===== src/logic/sd_host_pkg.sv =====
`default_nettype none

package sd_host_pkg;

    // APB port
    localparam int ADDR_W = 8;
    localparam int DATA_W = 32;

    // Command frame fields
    localparam int DIV_W = 8;
    localparam int CMD_INDEX_W = 6;
    localparam int ARG_W = 32;
    localparam int PAYLOAD_BITS = 2 + CMD_INDEX_W + ARG_W;
    localparam int CRC_BITS = 7;
    localparam int BIT_CNT_W = $clog2(PAYLOAD_BITS);

    // x^7 + x^3 + 1, leading term implied
    localparam logic [CRC_BITS-1:0] CRC_POLY = 7'h09;

    // STATUS register bits
    localparam int STATUS_DONE_BIT = 0;
    localparam int STATUS_INHIBIT_BIT = 1;

    typedef enum logic [ADDR_W-1:0] {
        REG_CLK_DIV  = 8'h00,
        REG_ARGUMENT = 8'h04,
        REG_COMMAND  = 8'h08,
        REG_STATUS   = 8'h0C,
        REG_INT_EN   = 8'h10
    } reg_addr_e;

    typedef struct packed {
        logic [CMD_INDEX_W-1:0] index;
        logic [ARG_W-1:0]       argument;
    } cmd_req_t;

    // Where the command line is within a frame
    typedef enum logic [1:0] {
        PH_IDLE,
        PH_PAYLOAD,
        PH_CRC,
        PH_END
    } cmd_phase_e;

endpackage

`default_nettype wire

===== src/logic/sd_host_top.sv =====
`timescale 1ns/1ns
`default_nettype none

module sd_host_top (
    input  wire logic                              aclk_i,
    input  wire logic                              reset_i,
    input  wire logic [sd_host_pkg::ADDR_W-1:0]    paddr_i,
    input  wire logic                              psel_i,
    input  wire logic                              penable_i,
    input  wire logic                              pwrite_i,
    input  wire logic [sd_host_pkg::DATA_W-1:0]    pwdata_i,
    output logic [sd_host_pkg::DATA_W-1:0]         prdata_o,
    output logic                                   pready_o,
    output logic                                   sd_clk_o,
    output logic                                   sd_cmd_o,
    output logic                                   sd_cmd_oe_o,
    output logic                                   interrupt_o
);

    logic [sd_host_pkg::DIV_W-1:0] divisor;
    sd_host_pkg::cmd_req_t cmd_req;
    sd_host_pkg::cmd_phase_e phase;
    logic cmd_start;
    logic cmd_done;
    logic busy;
    logic fall_tick;
    logic payload_bit;
    logic bit_en;
    logic crc_bit;

    sd_host_regs regs_i (
        .aclk_i      (aclk_i),
        .reset_i     (reset_i),
        .paddr_i     (paddr_i),
        .psel_i      (psel_i),
        .penable_i   (penable_i),
        .pwrite_i    (pwrite_i),
        .pwdata_i    (pwdata_i),
        .busy_i      (busy),
        .cmd_done_i  (cmd_done),
        .prdata_o    (prdata_o),
        .pready_o    (pready_o),
        .divisor_o   (divisor),
        .cmd_req_o   (cmd_req),
        .cmd_start_o (cmd_start),
        .interrupt_o (interrupt_o)
    );

    sd_clk_divider clk_div_i (
        .aclk_i      (aclk_i),
        .reset_i     (reset_i),
        .divisor_i   (divisor),
        .sd_clk_o    (sd_clk_o),
        .fall_tick_o (fall_tick)
    );

    // Shifter and CRC run side by side on the same bits
    sd_cmd_shifter shifter_i (
        .aclk_i        (aclk_i),
        .reset_i       (reset_i),
        .fall_tick_i   (fall_tick),
        .cmd_start_i   (cmd_start),
        .cmd_req_i     (cmd_req),
        .cmd_done_i    (cmd_done),
        .phase_o       (phase),
        .payload_bit_o (payload_bit),
        .bit_en_o      (bit_en),
        .busy_o        (busy)
    );

    sd_cmd_crc7 crc7_i (
        .aclk_i        (aclk_i),
        .reset_i       (reset_i),
        .phase_i       (phase),
        .payload_bit_i (payload_bit),
        .bit_en_i      (bit_en),
        .crc_bit_o     (crc_bit)
    );

    sd_cmd_line line_i (
        .aclk_i        (aclk_i),
        .reset_i       (reset_i),
        .phase_i       (phase),
        .payload_bit_i (payload_bit),
        .crc_bit_i     (crc_bit),
        .bit_en_i      (bit_en),
        .fall_tick_i   (fall_tick),
        .sd_cmd_o      (sd_cmd_o),
        .sd_cmd_oe_o   (sd_cmd_oe_o),
        .cmd_done_o    (cmd_done)
    );

endmodule

`default_nettype wire


===== src/logic/sd_cmd_line.sv =====
`timescale 1ns/1ns
`default_nettype none

module sd_cmd_line (
    input  wire logic                   aclk_i,
    input  wire logic                   reset_i,
    input  sd_host_pkg::cmd_phase_e     phase_i,
    input  wire logic                   payload_bit_i,
    input  wire logic                   crc_bit_i,
    input  wire logic                   bit_en_i,
    input  wire logic                   fall_tick_i,
    output logic                        sd_cmd_o,
    output logic                        sd_cmd_oe_o,
    output logic                        cmd_done_o
);

    logic end_sent_q;
    logic next_bit;

    always_comb begin
        case (phase_i)
            sd_host_pkg::PH_PAYLOAD: next_bit = payload_bit_i;
            sd_host_pkg::PH_CRC:     next_bit = crc_bit_i;
            default:                 next_bit = 1'b1;
        endcase
    end

    always_ff @(posedge aclk_i) begin
        if (reset_i) begin
            sd_cmd_o    <= 1'b1;
            sd_cmd_oe_o <= 1'b0;
            cmd_done_o  <= 1'b0;
            end_sent_q  <= 1'b0;
        end else begin
            cmd_done_o <= 1'b0;
            if (end_sent_q && fall_tick_i) begin
                // End bit held for a full SD clock, release the line
                sd_cmd_o    <= 1'b1;
                sd_cmd_oe_o <= 1'b0;
                cmd_done_o  <= 1'b1;
                end_sent_q  <= 1'b0;
            end else if (bit_en_i) begin
                sd_cmd_o    <= next_bit;
                sd_cmd_oe_o <= 1'b1;
                end_sent_q  <= (phase_i == sd_host_pkg::PH_END);
            end
        end
    end

endmodule

`default_nettype wire


===== src/logic/sd_cmd_crc7.sv =====
`timescale 1ns/1ns
`default_nettype none

module sd_cmd_crc7 (
    input  wire logic                   aclk_i,
    input  wire logic                   reset_i,
    input  sd_host_pkg::cmd_phase_e     phase_i,
    input  wire logic                   payload_bit_i,
    input  wire logic                   bit_en_i,
    output logic                        crc_bit_o
);

    logic [sd_host_pkg::CRC_BITS-1:0] crc_q;
    logic feedback;

    assign feedback = payload_bit_i ^ crc_q[sd_host_pkg::CRC_BITS-1];
    assign crc_bit_o = crc_q[sd_host_pkg::CRC_BITS-1];

    always_ff @(posedge aclk_i) begin
        if (reset_i || phase_i == sd_host_pkg::PH_IDLE) begin
            crc_q <= '0;
        end else if (bit_en_i) begin
            if (phase_i == sd_host_pkg::PH_PAYLOAD) begin
                crc_q <= {crc_q[sd_host_pkg::CRC_BITS-2:0], 1'b0}
                         ^ (feedback ? sd_host_pkg::CRC_POLY : '0);
            end else if (phase_i == sd_host_pkg::PH_CRC) begin
                // Shift out MSB first
                crc_q <= {crc_q[sd_host_pkg::CRC_BITS-2:0], 1'b0};
            end
        end
    end

endmodule

`default_nettype wire


===== src/logic/sd_cmd_shifter.sv =====
`timescale 1ns/1ns
`default_nettype none

module sd_cmd_shifter (
    input  wire logic                   aclk_i,
    input  wire logic                   reset_i,
    input  wire logic                   fall_tick_i,
    input  wire logic                   cmd_start_i,
    input  sd_host_pkg::cmd_req_t       cmd_req_i,
    input  wire logic                   cmd_done_i,
    output sd_host_pkg::cmd_phase_e     phase_o,
    output logic                        payload_bit_o,
    output logic                        bit_en_o,
    output logic                        busy_o
);

    logic [sd_host_pkg::PAYLOAD_BITS-1:0] payload_q;
    logic [sd_host_pkg::BIT_CNT_W-1:0] bit_cnt_q;

    assign bit_en_o = fall_tick_i && (phase_o != sd_host_pkg::PH_IDLE);
    assign payload_bit_o = payload_q[sd_host_pkg::PAYLOAD_BITS-1];
    assign busy_o = cmd_start_i || (phase_o != sd_host_pkg::PH_IDLE);

    // Start bit 0, direction bit 1, then index and argument
    always_ff @(posedge aclk_i) begin
        if (phase_o == sd_host_pkg::PH_IDLE && cmd_start_i) begin
            payload_q <= {1'b0, 1'b1, cmd_req_i.index, cmd_req_i.argument};
        end else if (bit_en_o) begin
            payload_q <= {payload_q[sd_host_pkg::PAYLOAD_BITS-2:0], 1'b0};
        end
    end

    always_ff @(posedge aclk_i) begin
        if (reset_i) begin
            phase_o   <= sd_host_pkg::PH_IDLE;
            bit_cnt_q <= '0;
        end else begin
            case (phase_o)
                sd_host_pkg::PH_IDLE: begin
                    bit_cnt_q <= '0;
                    if (cmd_start_i) begin
                        phase_o <= sd_host_pkg::PH_PAYLOAD;
                    end
                end
                sd_host_pkg::PH_PAYLOAD: begin
                    if (bit_en_o) begin
                        if (bit_cnt_q == sd_host_pkg::PAYLOAD_BITS - 1) begin
                            bit_cnt_q <= '0;
                            phase_o   <= sd_host_pkg::PH_CRC;
                        end else begin
                            bit_cnt_q <= bit_cnt_q + 1'b1;
                        end
                    end
                end
                sd_host_pkg::PH_CRC: begin
                    if (bit_en_o) begin
                        if (bit_cnt_q == sd_host_pkg::CRC_BITS - 1) begin
                            bit_cnt_q <= '0;
                            phase_o   <= sd_host_pkg::PH_END;
                        end else begin
                            bit_cnt_q <= bit_cnt_q + 1'b1;
                        end
                    end
                end
                default: begin
                    // End bit goes out here, line reports when done
                    if (cmd_done_i) begin
                        phase_o <= sd_host_pkg::PH_IDLE;
                    end
                end
            endcase
        end
    end

endmodule

`default_nettype wire


===== src/logic/sd_clk_divider.sv =====
`timescale 1ns/1ns
`default_nettype none

module sd_clk_divider (
    input  wire logic                           aclk_i,
    input  wire logic                           reset_i,
    input  wire logic [sd_host_pkg::DIV_W-1:0]  divisor_i,
    output logic                                sd_clk_o,
    output logic                                fall_tick_o
);

    logic [sd_host_pkg::DIV_W-1:0] count_q;
    logic wrap;

    // A smaller divisor written mid-count still wraps
    assign wrap = (count_q >= divisor_i);

    always_ff @(posedge aclk_i) begin
        if (reset_i) begin
            count_q  <= '0;
            sd_clk_o <= 1'b0;
        end else if (wrap) begin
            count_q  <= '0;
            sd_clk_o <= !sd_clk_o;
        end else begin
            count_q <= count_q + 1'b1;
        end
    end

    // Last cycle of the high half
    assign fall_tick_o = wrap && sd_clk_o;

endmodule

`default_nettype wire


===== src/logic/sd_host_regs.sv =====
`timescale 1ns/1ns
`default_nettype none

module sd_host_regs (
    input  wire logic                              aclk_i,
    input  wire logic                              reset_i,
    input  wire logic [sd_host_pkg::ADDR_W-1:0]    paddr_i,
    input  wire logic                              psel_i,
    input  wire logic                              penable_i,
    input  wire logic                              pwrite_i,
    input  wire logic [sd_host_pkg::DATA_W-1:0]    pwdata_i,
    input  wire logic                              busy_i,
    input  wire logic                              cmd_done_i,
    output logic [sd_host_pkg::DATA_W-1:0]         prdata_o,
    output logic                                   pready_o,
    output logic [sd_host_pkg::DIV_W-1:0]          divisor_o,
    output sd_host_pkg::cmd_req_t                  cmd_req_o,
    output logic                                   cmd_start_o,
    output logic                                   interrupt_o
);

    sd_host_pkg::reg_addr_e addr;
    logic access;
    logic cmd_write;
    logic write_done;
    logic int_en_q;
    logic done_q;

    assign addr = sd_host_pkg::reg_addr_e'(paddr_i);
    assign access = psel_i && penable_i;
    assign cmd_write = access && pwrite_i && (addr == sd_host_pkg::REG_COMMAND);

    // Hold a command write until the current frame is out
    assign pready_o = !(cmd_write && busy_i);
    assign write_done = access && pwrite_i && pready_o;

    always_ff @(posedge aclk_i) begin
        if (reset_i) begin
            divisor_o   <= '0;
            cmd_req_o   <= '0;
            int_en_q    <= 1'b0;
            cmd_start_o <= 1'b0;
        end else begin
            cmd_start_o <= 1'b0;
            if (write_done) begin
                case (addr)
                    sd_host_pkg::REG_CLK_DIV: begin
                        divisor_o <= pwdata_i[sd_host_pkg::DIV_W-1:0];
                    end
                    sd_host_pkg::REG_ARGUMENT: begin
                        cmd_req_o.argument <= pwdata_i[sd_host_pkg::ARG_W-1:0];
                    end
                    sd_host_pkg::REG_COMMAND: begin
                        cmd_req_o.index <= pwdata_i[sd_host_pkg::CMD_INDEX_W-1:0];
                        // Start one cycle later so the shifter sees the new index
                        cmd_start_o <= 1'b1;
                    end
                    sd_host_pkg::REG_INT_EN: begin
                        int_en_q <= pwdata_i[0];
                    end
                    default: begin
                    end
                endcase
            end
        end
    end

    // Command complete, set wins over a clear in the same cycle
    always_ff @(posedge aclk_i) begin
        if (reset_i) begin
            done_q <= 1'b0;
        end else if (cmd_done_i) begin
            done_q <= 1'b1;
        end else if (write_done && (addr == sd_host_pkg::REG_STATUS)
                     && pwdata_i[sd_host_pkg::STATUS_DONE_BIT]) begin
            done_q <= 1'b0;
        end
    end

    always_comb begin
        prdata_o = '0;
        case (addr)
            sd_host_pkg::REG_CLK_DIV: begin
                prdata_o[sd_host_pkg::DIV_W-1:0] = divisor_o;
            end
            sd_host_pkg::REG_ARGUMENT: begin
                prdata_o[sd_host_pkg::ARG_W-1:0] = cmd_req_o.argument;
            end
            sd_host_pkg::REG_COMMAND: begin
                prdata_o[sd_host_pkg::CMD_INDEX_W-1:0] = cmd_req_o.index;
            end
            sd_host_pkg::REG_STATUS: begin
                prdata_o[sd_host_pkg::STATUS_DONE_BIT] = done_q;
                prdata_o[sd_host_pkg::STATUS_INHIBIT_BIT] = busy_i;
            end
            sd_host_pkg::REG_INT_EN: begin
                prdata_o[0] = int_en_q;
            end
            default: begin
            end
        endcase
    end

    assign interrupt_o = done_q && int_en_q;

endmodule

`default_nettype wire


===== config.mk =====
export PLATFORM = sky130hd
export DESIGN_NAME = sd_host_top
export DESIGN_NICKNAME = d
export VERILOG_FILES = /design/src/logic/sd_host_pkg.sv /design/src/logic/sd_host_top.sv /design/src/logic/sd_cmd_line.sv /design/src/logic/sd_cmd_crc7.sv /design/src/logic/sd_cmd_shifter.sv /design/src/logic/sd_clk_divider.sv /design/src/logic/sd_host_regs.sv
export SDC_FILE = /design/constraint.sdc
export NUM_CORES = 1
export LEC_CHECK = 0
export ABC_CLOCK_PERIOD_IN_PS = 2900
export BUFFER_PORTS_ARGS = -buffer_cell sky130_fd_sc_hd__buf_2
export CAP_MARGIN = 20
export CORE_MARGIN = 2
export CORE_UTILIZATION = 30
export DETAILED_ROUTE_END_ITERATION = 8
export GPL_TIMING_DRIVEN = 1
export SLEW_MARGIN = 20
export SYNTH_ARGS = -nofsm -noshare
export SYNTH_HDL_FRONTEND = slang
export SYNTH_SLANG_ARGS = --single-unit

===== constraint.sdc =====
create_clock -name aclk_i -period 2.9 [get_ports aclk_i]
set_input_delay 0.145 -clock aclk_i [delete_from_list [all_inputs] [get_ports aclk_i]]
set_output_delay 0.145 -clock aclk_i [all_outputs]
set_load 0.1 [all_outputs]

==> qor.txt <==
Status - finished, final reports clean
Crit start category - flip-flop
Top-area cell type share of the netlist area - 29.53%
Hold path depth - 3
Final cell count without fillers - 891
Diode count - 0
Sequential-to-total area share from yosys stat - 50.84%
FF/Latch Area - 2723 um^2
Share of cells above drive strength 1 - 25.23%
Die H - 137.6 um
Ranking of synthesized cells by area - dfxtp_1 30%, edfxtp_1 21%, mux2_2 8.0%
Antenna violations before repair - 0
Post-synthesis cell type count - 45
Final setup viols - 0
Area of the multi-input gates - 2432 um^2
Initial drt markers - 233
DP Wirelength - 8625 um
Antenna-violating nets left - 0
Clock Path Buffers - 2
LEAKAGE - 2.794 nW
Largest net degree at the start of global routing - 40
Routed WL per cell - 14.12 um
Total die area - 18940 um^2
Post-synth ARST share - 0%
Vias per std cell - 4.652
Slew at the pin closest to its max-slew limit - 0.6519 ns
Tmin final - 2.306 ns
Slew HR - 56.54%
Sequential share of power - 42.4%
Final instance area - 7236 um^2
Post-route DRC violation count - 0
Number of hold buffers added after cts - 28
First-pass GRT wire length - 20130 um
WP data required - 3.00 ns
Synthesized flop and latch total - 117
Final period util - 79.53%
Area Overhead vs Synth - 35.12%
Die Wd - 137.6 um
Count leader, synth - nand2_1
I/O pin count - 82
Clock group share of total power - 48.6%
Total CTS buffers - 17
Fill cells - 1677
Vias in the first global route - 3979
WHS - 0.004730 ns
FP Rows - 48
Mapped Area - 5355 um^2
Net Switching - 0.9566 mW
Synth cell count leaders - 80 x nand2_1, 79 x dfxtp_1, 48 x a21oi_1, 48 x nor2_1
Synthesized Nets - 600
Clk_lat worst skew - 0.41 ns
Fin nets - 713
Crit-path max FO - 38
Net Sw Frac - 22.69%
Combinational fraction of design power - 9.0%
GPL Wtd Cong - 0.8035
Final hold violations - 0
Core box area - 17360 um^2
Clock sinks - 117
Reg clk slew, reported paths - 0.06 ns
Synth Warn # - 0
Pint - 3.259 mW
Via count - 4145
Gr ovfl total - 0
Critical Path Sink Type - flip-flop
Post-synth EDFFs - 38
CP Class - flip-flop to flip-flop
Peak Freq - 433.6 MHz
Post-cts sizing count - 0
Worst IR Drop VDD - 0.0004982 V
Drt pass-1 iters - 6
CTS Root Cell - clkbuf_16
Layout Utilization - 41.69%
Top_reg_cell synth - dfxtp_1
Placed instance area - 6384 um^2
DP Cell Count - 831
CTS tree - built
Syn Inst Count - 540
Post-synth top area cell - dfxtp_1
Clk_skew - 0.006975 ns
Synthesized area per cell - 9.917 um^2
RSZ-0062 raised after global routing - false
Post-CTS setup buffers - 0
Crit path DAT - 2.41 ns
Initial Utilization - 30.85%
Input/output buffers - 81
R2R depth - 9
Pins Over Slew Limit - 0
Number of H-tree levels - 4
Max Cap Viol - 0
Detailed Route WL - 12580 um
Hold WC Path Type - primary input to flip-flop
PD cells - 582.7 nW/um^2
GR Util All Layers - 13.83%
==> layer usage <==
layer	GRT usage (%)	wire length (um)
met1	19.15	6204
met2	20.54	5548
met3	2.943	609
met4	6.415	219
met5	0	0
==> logic make-up after synthesis <==
family                     share of synthesized area (%)
and+or+nand+nor                                    18.64
DFF                                                50.84
AOI/OAI and AO/OA                                  8.388
muxes                                              13.41
buffers and inverters                              3.738
adders and majority gates                          3.505
xor gates and xnor gates                           1.472
==> path summary, 6_finish.rpt <==
check,startpoint,endpoint,slack (ns)
worst min-delay path,pwdata_i[26],regs_i.cmd_req_o[26],0.005
worst min register to register,crc7_i.crc_q[0],crc7_i.crc_q[0],0.46
worst max register to register,clk_div_i.count_q[0],shifter_i.payload_q[19],0.59
worst max-delay path,clk_div_i.count_q[0],shifter_i.payload_q[19],0.59
==> sequential cells by signal, indices dropped and copies added, names as in the netlist <==
name and cells:
line_i.cmd_done_o 1, clk_div_i.sd_clk_o 1, regs_i.cmd_req_o 38, regs_i.done_q 1
shifter_i.bit_cnt_q 6, clk_div_i.count_q 8, crc7_i.crc_q 7, shifter_i.phase_o 2
line_i.sd_cmd_oe_o 1, regs_i.cmd_start_o 1, line_i.sd_cmd_o 1, shifter_i.payload_q 40
regs_i.divisor_o 8, regs_i.int_en_q 1, line_i.end_sent_q 1
==> layout by cell type (no fill, tap or decap), drive strengths merged, types with 2 or more instances in the layout <==
cell type and n:
buf 95, nand2 80, dfxtp 79, nor2 48, a21oi 48, mux2 38, edfxtp 38, mux2i 29
dlygate4sd3 28, and2 26, clkbuf 19, inv 17, ha 15, nand3 13, clkinv 9, nor3 7
o21ai 7, or3 7, xor2 6, and3 5, nand2b 5, nor3b 5, nor2b 4, a31oi 4
or2 3, o21a 3, xnor2 3, a21boi 3, o32ai 3, bufinv 3, or4 2, o211ai 2
==> worst max-delay path, cell delays in order (launching register included) <==
cell and delay (ns):
dfxtp_1 0.42, inv_1 0.07, ha_1 0.27, and3_1 0.13, o21ai_0 0.07, a31oi_1 0.38
or2_2 0.23, nand2_1 0.06, nand2_1 0.11, buf_12 0.23
==> power by group through the flow <==
stage | logic [mW] | registers [mW] | clock network, mW
final | 0.380 | 1.79 | 2.05
after global routing | 0.413 | 1.79 | 2.15
after CTS | 0.382 | 1.79 | 2.08
after detailed placement | 0.350 | 1.82 | 0
after global placement | 0.348 | 1.82 | 0
after floorplan | 0.206 | 1.84 | 0
==> through the flow <==
stage / TNS (ns) / setup slack, ns / power (mW)
5_1_grt: 0 / 0.3730 / 4.356
3_3_place_gp: 0 / 0.5626 / 2.167
3_5_place_dp: 0 / 0.5124 / 2.169
2_1_floorplan: -0.9298 / -0.4649 / 2.041
6_report: 0 / 0.5937 / 4.216
4_1_cts: 0 / 0.5578 / 4.247
==> cell type report <==
class | count | area share [%]
clock buffer | 19 | 5.983
tap | 225 | 3.891
multi-input combinational | 377 | 33.62
timing repair buffer | 123 | 16.08
inverter | 17 | 0.8819
clock inverter | 13 | 1.919
sequential | 117 | 37.63
Note: power is estimated with default switching activity, not from simulation.
